`config.mk`:
```
export PLATFORM = sky130hd
export DESIGN_NAME = fsq_top
export DESIGN_NICKNAME = d
export VERILOG_FILES = /design/src/fetch_stream_pkg.sv /design/src/fsq_ctrl_pkg.sv /design/src/fsq_ptr_ctrl.sv /design/src/fsq_fetch_issue.sv /design/src/fsq_stream_ram.sv /design/src/fsq_commit.sv /design/src/fsq_top.sv
export VERILOG_INCLUDE_DIRS = /design/src
export SDC_FILE = /design/constraint.sdc
export NUM_CORES = 2
export LEC_CHECK = 0
export ABC_CLOCK_PERIOD_IN_PS = 5700
export BUFFER_PORTS_ARGS = -buffer_cell sky130_fd_sc_hd__buf_2
export CAP_MARGIN = 20
export CORE_AREA = 2 2 341 343
export CTS_BUF_LIST = sky130_fd_sc_hd__clkbuf_16
export DETAILED_ROUTE_END_ITERATION = 7
export DIE_AREA = 0 0 343 345
export PLACE_DENSITY = 0.81
export RECOVER_POWER = 50
export SYNTH_ARGS = -nofsm -noshare
export SYNTH_HDL_FRONTEND = slang
export SYNTH_SLANG_ARGS = --single-unit
export TNS_END_PERCENT = 5
```
`constraint.sdc`:
```
create_clock -name clk -period 5.7 [get_ports clk]
set_input_delay 0 -clock clk [delete_from_list [all_inputs] [get_ports clk]]
set_output_delay 0 -clock clk [all_outputs]
set_load 0.05 [all_outputs]
```
`src/fsq_cfg.svh`:
```
`ifndef FSQ_CFG_SVH
`define FSQ_CFG_SVH

// ring geometry
`define FSQ_DEPTH 16
`define FSQ_IDX_W 4

// virtual address width
`define VADDR_W 32

// 8 instructions per stream
`define OFFSET_W 3

// backend retire width
`define COMMIT_W 4

// retired-instruction accumulator
`define CNT_W 5

`endif

```
`src/fetch_stream_pkg.sv`:
```
`default_nettype none

`include "fsq_cfg.svh"

package fetch_stream_pkg;

    // one predicted fetch stream
    typedef struct packed {
        logic [`VADDR_W-1:0]  start_addr;
        // offset of the last instruction
        logic [`OFFSET_W-1:0] size;
        logic                 taken;
        logic [`VADDR_W-1:0]  target;
    } fetch_stream_t;

endpackage

`default_nettype wire

```
`src/fsq_ctrl_pkg.sv`:
```
`default_nettype none

`include "fsq_cfg.svh"

package fsq_ctrl_pkg;

    import fetch_stream_pkg::*;

    // ring index plus wrap bit
    typedef struct packed {
        logic [`FSQ_IDX_W-1:0] idx;
        logic                  dir;
    } fsq_ptr_t;

    typedef struct packed {
        fsq_ptr_t      ptr;
        fetch_stream_t stream;
    } fetch_req_t;

    // resolved branch from the backend
    typedef struct packed {
        fsq_ptr_t             ptr;
        logic [`OFFSET_W-1:0] offset;
        logic                 taken;
        logic [`VADDR_W-1:0]  target;
    } redirect_t;

    typedef struct packed {
        fsq_ptr_t      ptr;
        fetch_stream_t stream;
        logic          mispredict;
    } update_t;

    // next slot, dir flips when the index wraps
    function automatic fsq_ptr_t ptr_inc(fsq_ptr_t p);
        fsq_ptr_t n;
        n.idx = p.idx + 1'b1;
        n.dir = (p.idx == `FSQ_IDX_W'(`FSQ_DEPTH - 1)) ? ~p.dir : p.dir;
        return n;
    endfunction

endpackage

`default_nettype wire

```
`src/fsq_ptr_ctrl.sv`:
```
`timescale 1ns/1ps
`default_nettype none

`include "fsq_cfg.svh"

module fsq_ptr_ctrl
    import fsq_ctrl_pkg::*;
(
    input  wire logic     clk,
    input  wire logic     rst,
    input  wire logic     pred_valid,
    input  wire logic     redir_valid,
    input  wire fsq_ptr_t redir_ptr,
    input  wire logic     retire,
    output logic          pred_ready,
    output logic          enq_fire,
    output fsq_ptr_t      tail_ptr,
    output fsq_ptr_t      head_ptr
);

    logic                full;
    logic                empty;
    logic [`FSQ_IDX_W:0] used;

    // same slot, different lap
    assign full = (head_ptr.idx == tail_ptr.idx) && (head_ptr.dir != tail_ptr.dir);
    assign empty = (head_ptr == tail_ptr);

    // occupancy from the wrap-extended pointers
    assign used = {tail_ptr.dir, tail_ptr.idx} - {head_ptr.dir, head_ptr.idx};

    assign pred_ready = ~full;
    assign enq_fire = pred_valid & pred_ready;

    always_ff @(posedge clk or posedge rst) begin
        if (rst) begin
            tail_ptr <= '0;
        end else if (redir_valid) begin
            // younger streams are dropped
            tail_ptr <= ptr_inc(redir_ptr);
        end else if (enq_fire) begin
            tail_ptr <= ptr_inc(tail_ptr);
        end
    end

    always_ff @(posedge clk or posedge rst) begin
        if (rst) begin
            head_ptr <= '0;
        end else if (retire) begin
            head_ptr <= ptr_inc(head_ptr);
        end
    end

    // commit logic must only retire enqueued streams
    assert property (@(posedge clk) disable iff (rst) retire |-> !empty)
        else $error("retire on an empty queue");

    // tail never laps the head, whatever retires or redirects do
    assert property (@(posedge clk) disable iff (rst)
        used <= (`FSQ_IDX_W + 1)'(`FSQ_DEPTH))
        else $error("tail moved more than one ring ahead of the head");

endmodule

`default_nettype wire

```
`src/fsq_fetch_issue.sv`:
```
`timescale 1ns/1ps
`default_nettype none

`include "fsq_cfg.svh"

module fsq_fetch_issue
    import fetch_stream_pkg::*;
    import fsq_ctrl_pkg::*;
(
    input  wire logic          clk,
    input  wire logic          rst,
    input  wire fsq_ptr_t      tail_ptr,
    input  wire fetch_stream_t search_stream,
    input  wire logic          redir_valid,
    input  wire fsq_ptr_t      redir_ptr,
    input  wire logic          fetch_ready,
    output fsq_ptr_t           search_ptr,
    output logic               fetch_valid,
    output fetch_req_t         fetch_req
);

    fsq_ptr_t            issue_ptr;
    logic                has_work;
    logic                load;
    logic [`FSQ_IDX_W:0] unissued;

    assign search_ptr = issue_ptr;

    // streams between the issue pointer and the tail are still unissued
    assign has_work = (issue_ptr != tail_ptr);
    assign load = has_work & (~fetch_valid | fetch_ready);

    assign unissued = {tail_ptr.dir, tail_ptr.idx} - {issue_ptr.dir, issue_ptr.idx};

    always_ff @(posedge clk or posedge rst) begin
        if (rst) begin
            issue_ptr <= '0;
            fetch_valid <= 1'b0;
        end else if (redir_valid) begin
            issue_ptr <= ptr_inc(redir_ptr);
            fetch_valid <= 1'b0;
        end else if (load) begin
            issue_ptr <= ptr_inc(issue_ptr);
            fetch_valid <= 1'b1;
        end else if (fetch_ready) begin
            fetch_valid <= 1'b0;
        end
    end

    // request payload
    always_ff @(posedge clk) begin
        if (!redir_valid && load) begin
            fetch_req.ptr <= issue_ptr;
            fetch_req.stream <= search_stream;
        end
    end

    // issue pointer stays inside the live ring window
    assert property (@(posedge clk) disable iff (rst)
        unissued <= (`FSQ_IDX_W + 1)'(`FSQ_DEPTH))
        else $error("issue pointer left the queue window");

endmodule

`default_nettype wire

```
`src/fsq_stream_ram.sv`:
```
`timescale 1ns/1ps
`default_nettype none

`include "fsq_cfg.svh"

module fsq_stream_ram
    import fetch_stream_pkg::*;
    import fsq_ctrl_pkg::*;
(
    input  wire logic          clk,
    input  wire logic          rst,
    input  wire logic          wr_en,
    input  wire fsq_ptr_t      wr_ptr,
    input  wire fetch_stream_t wr_stream,
    input  wire logic          redir_valid,
    input  wire redirect_t     redir,
    input  wire fsq_ptr_t      search_ptr,
    input  wire fsq_ptr_t      head_ptr,
    output fetch_stream_t      search_stream,
    output fetch_stream_t      head_stream,
    output logic               head_mispredict
);

    fetch_stream_t            mem [`FSQ_DEPTH];
    logic [`FSQ_DEPTH-1:0]    mispredict;

    always_ff @(posedge clk) begin
        if (wr_en) begin
            mem[wr_ptr.idx] <= wr_stream;
        end
        // truncate to the resolved branch
        if (redir_valid) begin
            mem[redir.ptr.idx].size <= redir.offset;
            mem[redir.ptr.idx].taken <= redir.taken;
            mem[redir.ptr.idx].target <= redir.target;
        end
    end

    always_ff @(posedge clk or posedge rst) begin
        if (rst) begin
            mispredict <= '0;
        end else begin
            if (wr_en) begin
                mispredict[wr_ptr.idx] <= 1'b0;
            end
            if (redir_valid) begin
                mispredict[redir.ptr.idx] <= 1'b1;
            end
        end
    end

    // issue and commit read ports
    assign search_stream = mem[search_ptr.idx];
    assign head_stream = mem[head_ptr.idx];
    assign head_mispredict = mispredict[head_ptr.idx];

endmodule

`default_nettype wire

```
`src/fsq_commit.sv`:
```
`timescale 1ns/1ps
`default_nettype none

`include "fsq_cfg.svh"

module fsq_commit
    import fetch_stream_pkg::*;
    import fsq_ctrl_pkg::*;
(
    input  wire logic                 clk,
    input  wire logic                 rst,
    input  wire logic [`COMMIT_W:0]   commit_num,
    input  wire fsq_ptr_t             head_ptr,
    input  wire fetch_stream_t        head_stream,
    input  wire logic                 head_mispredict,
    output logic                      retire,
    output logic                      upd_valid,
    output update_t                   upd
);

    logic [`CNT_W-1:0] acc;
    logic [`CNT_W:0]   sum;
    logic [`CNT_W:0]   need;
    logic [`CNT_W:0]   acc_next;

    // retired so far, this cycle included
    assign sum = {1'b0, acc} + (`CNT_W + 1)'(commit_num);

    // instructions in the head stream
    assign need = (`CNT_W + 1)'(head_stream.size) + 1'b1;

    assign retire = (sum >= need);
    assign acc_next = retire ? (sum - need) : sum;

    always_ff @(posedge clk or posedge rst) begin
        if (rst) begin
            acc <= '0;
        end else begin
            acc <= acc_next[`CNT_W-1:0];
        end
    end

    always_ff @(posedge clk or posedge rst) begin
        if (rst) begin
            upd_valid <= 1'b0;
        end else begin
            upd_valid <= retire;
        end
    end

    // size already carries the redirect truncation
    always_ff @(posedge clk) begin
        if (retire) begin
            upd.ptr <= head_ptr;
            upd.stream <= head_stream;
            upd.mispredict <= head_mispredict;
        end
    end

    // backend must not run ahead of the queued streams
    assert property (@(posedge clk) disable iff (rst) !acc_next[`CNT_W])
        else $error("commit accumulator overflow");

endmodule

`default_nettype wire

```
`src/fsq_top.sv`:
```
`timescale 1ns/1ps
`default_nettype none

`include "fsq_cfg.svh"

module fsq_top
    import fetch_stream_pkg::*;
    import fsq_ctrl_pkg::*;
(
    input  wire logic               clk,
    input  wire logic               rst,
    // predictor
    input  wire logic               pred_valid,
    input  wire fetch_stream_t      pred_stream,
    output logic                    pred_ready,
    output fsq_ptr_t                pred_tail,
    // instruction cache
    output logic                    fetch_valid,
    output fetch_req_t              fetch_req,
    input  wire logic               fetch_ready,
    // backend
    input  wire logic               redir_valid,
    input  wire redirect_t          redir,
    input  wire logic [`COMMIT_W:0] commit_num,
    // predictor update
    output logic                    upd_valid,
    output update_t                 upd
);

    fsq_ptr_t      tail_ptr;
    fsq_ptr_t      head_ptr;
    fsq_ptr_t      search_ptr;
    fetch_stream_t search_stream;
    fetch_stream_t head_stream;
    logic          head_mispredict;
    logic          enq_fire;
    logic          retire;

    assign pred_tail = tail_ptr;

    fsq_ptr_ctrl ptr_ctrl_inst (
        .clk         (clk),
        .rst         (rst),
        .pred_valid  (pred_valid),
        .redir_valid (redir_valid),
        .redir_ptr   (redir.ptr),
        .retire      (retire),
        .pred_ready  (pred_ready),
        .enq_fire    (enq_fire),
        .tail_ptr    (tail_ptr),
        .head_ptr    (head_ptr)
    );

    fsq_fetch_issue fetch_issue_inst (
        .clk           (clk),
        .rst           (rst),
        .tail_ptr      (tail_ptr),
        .search_stream (search_stream),
        .redir_valid   (redir_valid),
        .redir_ptr     (redir.ptr),
        .fetch_ready   (fetch_ready),
        .search_ptr    (search_ptr),
        .fetch_valid   (fetch_valid),
        .fetch_req     (fetch_req)
    );

    fsq_stream_ram stream_ram_inst (
        .clk             (clk),
        .rst             (rst),
        .wr_en           (enq_fire),
        .wr_ptr          (tail_ptr),
        .wr_stream       (pred_stream),
        .redir_valid     (redir_valid),
        .redir           (redir),
        .search_ptr      (search_ptr),
        .head_ptr        (head_ptr),
        .search_stream   (search_stream),
        .head_stream     (head_stream),
        .head_mispredict (head_mispredict)
    );

    fsq_commit commit_inst (
        .clk             (clk),
        .rst             (rst),
        .commit_num      (commit_num),
        .head_ptr        (head_ptr),
        .head_stream     (head_stream),
        .head_mispredict (head_mispredict),
        .retire          (retire),
        .upd_valid       (upd_valid),
        .upd             (upd)
    );

endmodule

`default_nettype wire

```
Word-level counts from Yosys, hierarchy flattened --
Memory sizes are Yosys's and may differ from the RTL's. A register that Yosys moved wholly into a read port is not among the register bits. Cells that the tools add are included. W data, S select, Z words.
Word-level totals: flip-flop bits (word level) 117, RAM bits 1088, input port bits 119, output and inout port bits 155, memories kept 1
Memories:
- stream_ram_inst.mem | words 16, width 68, read ports 2, clocked after Yosys merged registers in 1, write ports 2, line fsq_stream_ram.sv:24 | fetch_stream_t mem [`FSQ_DEPTH];
Cells by class: $add $sub $neg 7, $lt $le $gt $ge 6, equal/unequal tests 7, mux-type cells 23, bitwise gates (word level) 12, reduce and logical (&&, ||, !) cells 13
Operator list (number):
- $mux W16 | 2
- $mux W5 | 5
- $add A4 B1 Y4 const B | 4
- $and A16 B16 Y16 | 1
- $eq A4 B4 Y1 const B | 4
- $not A16 Y16 | 1
- $or A16 B16 Y16 | 1
- $lt A4 B5 Y1 const B | 3
- $mux W1 | 13
- $demux W1 S4 | 2
- $ge A4 B1 Y1 const B | 2
- $reduce_bool A2 Y1 | 4
- $add A5 B5 Y6 | 1
- $ge A6 B4 Y1 | 1
- $not A1 Y1 | 6
- $reduce_and A2 Y1 | 3
- $ne A5 B5 Y1 | 1
- $sub A5 B5 Y5 | 1
- $add A3 B1 Y4 const B | 1
- $bmux W1 S4 | 1
- $eq A4 B4 Y1 | 1
- $logic_and A1 B1 Y1 | 4
- $reduce_bool A3 Y1 | 1
- $and A1 B1 Y1 | 2
- 3 further kinds | 3

Depth between registers and ports, before layout --
depth in word-level cells 9, depth in mapped cells 15, depth with buffers taken out 11

Hierarchy --
A second synthesis with hierarchy kept.
Unflattened totals: cells, all modules 3570, area, all modules 62316.0 um^2
By module, submodules not included:
- fsq_stream_ram | instances 1, cells an instance 3225, area each 56047.5 um^2
- fsq_commit | instances 1, cells an instance 125, area each 2780.2 um^2
- fsq_fetch_issue | instances 1, cells an instance 141, area each 2765.2 um^2
- fsq_ptr_ctrl | instances 1, cells an instance 79, area each 723.2 um^2

Worst setup path after synthesis --
Ideal clock, no wire load.
path type flip-flop to flip-flop, start register, netlist name ptr_ctrl_inst.head_ptr[2], end register, netlist name commit_inst.upd[0], library setup time 0.428 ns, arrival time 4.577 ns, required time 5.272 ns, slack 0.694 ns, cell stages (with the launch flop) 15, period minus slack after synthesis 5.006 ns, cell sequence dfrtp_1 > buf_2 > buf_2 > buf_1 > mux4_2 > a22oi_1 > nand3_1 > ha_1 > fa_1 > nor2b_1 > o21a_1 > nor2_1 > o211a_1 > buf_2 > inv_1

==> metrics.cfg <==
[outcome]
status = finished with violations
violations = max-capacitance violations, max-slew violations

[sta]
hold_ws_ns = 0.119
timing.slew.headroom_pct = -169
timing.final.ws_setup_ns = 0.322
fmax_mhz = 186
worstMarginPinSlew_ns = 4.04
slew_viol_final = 696
period_share_pct = 94.4
hold_violations = 0
fin_setup_tns_ns = 0
setup_viol_count_final = 0
grt_setup_unrepaired = no
skew_ns = 0.0326
min_period_ns = 5.38

[drt]
wirelength_um = 193000
wl_per_cell_um = 37.6
dr.pass1.iters = 5
drc = 0
dr.first_iter.drc_count = 6242
vias_per_cell = 7.63
drtAntennaViolNets = 0
num_vias = 39161

[synthesis]
synth.avg_cell_area_um2 = 19.3
synth_seq_area_share_pct = 60.8
synth_edf_count = 1235
ys_warn_count = 0
netlist_area_mm2 = 0.0625
synth_top_area_cell = edfxtp_1
synth_top_flop_cell = edfxtp_1
syn_nets = 3378
yosysTopAreaCellShare_pct = 59.3
synth_area_leaders = edfxtp_1 (59%), mux4_2 (25%), a22o_1 (8.1%)
synthDistinctLibCells = 56
synth.ff_latch_count = 1273
netlist_instances = 3237
ys_async_sr_fraction_pct = 2.99

[floorplanning]
io_pins = 274
rows = 125
coreArea_mm2 = 0.115
die_x_um = 343
die_area_mm2 = 0.118
initial_core_util_pct = 54.3
die_h_um = 345

[global_routing]
grt_pass1_wl_um = 277000
gr-usage-all-layers_pct = 32.7
grt_overflow = 0
grt_max_degree = 154
grt_pass1_vias = 40116
antenna_found_initial = 18

[cells_and_area]
fillCellCount = 7856
multi_input_area_mm2 = 0.0225
finalNonFillerCells = 5130
layout.nets = 3622
final_util_pct = 61.3
drive_gt1_share_pct = 31.4
seq_area_mm2 = 0.0380
area_growth_pct = 12.9

[clocking]
cts.clk_slew.worst_paths_ns = 0.06
post_cts_buffers = 0
cts.sink_count = 1273
htreeDepth = 4
insertion_delay_ns = 0.78
cts_buffers = 132
tritoncts = yes
clk_path_buf_depth = 3
root_buffer = clkbuf_16

[setup_path]
timing.rr.start = ptr_ctrl_inst.head_ptr[4]$_DFFE_PP0P_
crit_top_cell = buf_4
crit_type = reg2reg
slowest_stage = o211ai_1
timing.rr.end = stream_ram_inst.mem[13][1]$_DFFE_PP_
crit_path_end_kind = flip-flop
critPathLaunch = ptr_ctrl_inst.head_ptr[4]$_DFFE_PP0P_
cp-endpoint = stream_ram_inst.mem[13][1]$_DFFE_PP_
worstRegToRegCells = 6
cp_max_fo = 21
cp_data_required_time_ns = 6.15
cp_cell_sequence = buf_4 > xnor2_1 > nand2_2 > o211ai_1 > o22ai_4 > buf_4
reg2reg_slack_ns = 0.32
start_kind = flip-flop
crit_arrival_ns = 5.83
max_stage_delay_ns = 1.61

[place]
gp_congestion = 0.860
placedCellCount = 4707
port_buffers = 273
hpwlAfterDp_um = 101000
place_ws_ns = 0.512

[pwr]
p_leak_nw = 22.9
peakVddDrop_mv = 0.450
p_per_area_mw_per_mm2 = 481

[worst_hold_path]
hp-class = in2reg

[job]
drv_cap = 24

[through the flow]
stage | total power [mW] | instance area, um^2
final | 33.9 | 70600
after global routing | 34.9 | 70600
after CTS | 33.8 | 70900
after detailed placement | 25.0 | 64900
after global placement | 24.8 | 64900
after floorplan | 21.7 | 62500
[cells in the mapped netlist (3+ instances only)]
library cell	n
nand3_1	13
buf_1	93
o22ai_1	5
nor2_1	63
nand2_1	19
clkbuf_1	194
mux2_2	3
nor2b_1	5
and2_1	7
nor3_1	3
inv_1	21
and3_1	4
buf_4	13
edfxtp_1	1235
dfrtp_1	38
xnor2_1	18
mux4_2	682
nand2b_1	6
o21ai_0	7
nor3_4	15
a21oi_1	8
o211ai_4	4
ha_1	20
a22o_1	576
buf_2	79
a22oi_1	4
mux2i_1	7
or2_2	12
buf_6	47
[repair_timing]
item,4_1_cts,5_1_grt
gates resized for setup,0,0
hold buffers,160,0
hold endpoints to repair,1144,0
[final cells by class]
| class | count | share of cell area, % |
|---|---|---|
| Clock inverter | 111 | 1.47 |
| Clock buffer | 134 | 4.75 |
| Multi-Input combinational cell | 1517 | 31.9 |
| Antenna cell | 14 | 0.0496 |
| Inverter | 21 | 0.115 |
| Sequential cell | 1273 | 53.9 |
| Tap cell | 1524 | 2.70 |
| Timing Repair Buffer | 536 | 5.14 |
[worst min path at each step]
stage	to	from	cells after the start
detailed placement	commit_inst.upd_valid$_DFF_PP0_	rst	3
floorplan	fetch_issue_inst.search_ptr[1]$_DFFE_PP0P_	redir[37]	1
global route	fetch_issue_inst.fetch_valid$_DFFE_PP0P_	fetch_ready	4
finish	fetch_issue_inst.fetch_valid$_DFFE_PP0P_	fetch_ready	4
global placement	commit_inst.upd_valid$_DFF_PP0_	rst	3
CTS	fetch_issue_inst.fetch_valid$_DFFE_PP0P_	fetch_ready	4
[critical path, delay by kind of cell, from the launching register on]
family	cells	cell delay, ns
buffers and inverters	2	1.12
and+or+nand+nor	1	0.13
xor gates and xnor gates	1	0.18
DFF	1	1.23
AOI/OAI and AO/OA	2	2.34
[layer usage]
metal	global-route usage [%]	wire length, um
met3	9.42	28000
met5	0	133
met4	16.2	10800
met2	51.4	93200
met1	41.8	61000
[state kept, by name, summed over array words and instances (netlist names), 5 cells and up]
register                     cells
fetch_issue_inst.search_ptr      5
stream_ram_inst.mispredict      16
commit_inst.acc                  5
fetch_issue_inst.fetch_req      73
commit_inst.upd                 74
ptr_ctrl_inst.head_ptr           5
stream_ram_inst.mem           1088
ptr_ctrl_inst.tail_ptr           5
[logic make-up after synthesis]
logic type,synth area share [%]
compound gates,8.67
xor+xnor,0.358
fa+ha+maj,0.464
buf+inv,3.48
flops,60.8
mux,24.7
simple gates,1.48
[power breakdown]
group          total (mW)  internal, mW  switching (mW)
Combinational        12.6          5.40            7.17
Sequential           12.6          11.8           0.825
Clock                8.79          5.00            3.78
[cells in the final DEF (no fill, tap or decap), types with 4 or more instances in the layout]
cell type	netlist	final
ha_1	20	20
o211ai_1	2	5
nand2_1	19	18
mux4_2	682	682
clkbuf_2	0	16
clkbuf_1	194	195
edfxtp_1	1235	1235
clkinv_1	0	26
a21oi_1	8	8
diode_2	0	14
o22ai_4	0	4
and3_1	4	4
clkbuf_16	0	134
a22oi_1	4	4
nand3_1	13	13
and2_2	0	6
nand2b_1	6	6
xnor2_1	18	18
nor3_4	15	12
nor2_4	0	21
bufinv_16	0	15
nor3_1	3	4
buf_2	79	87
buf_12	0	11
mux2i_1	7	7
inv_1	21	51
dlygate4sd3_1	0	160
or2_2	12	11
clkinv_8	0	7
dfrtp_1	38	34
buf_4	13	64
clkinv_2	0	21
nor2b_1	5	5
nor2_1	63	42
o21ai_0	7	8
a22o_1	576	576
No activity file was read; power rests on OpenSTA's default activity.
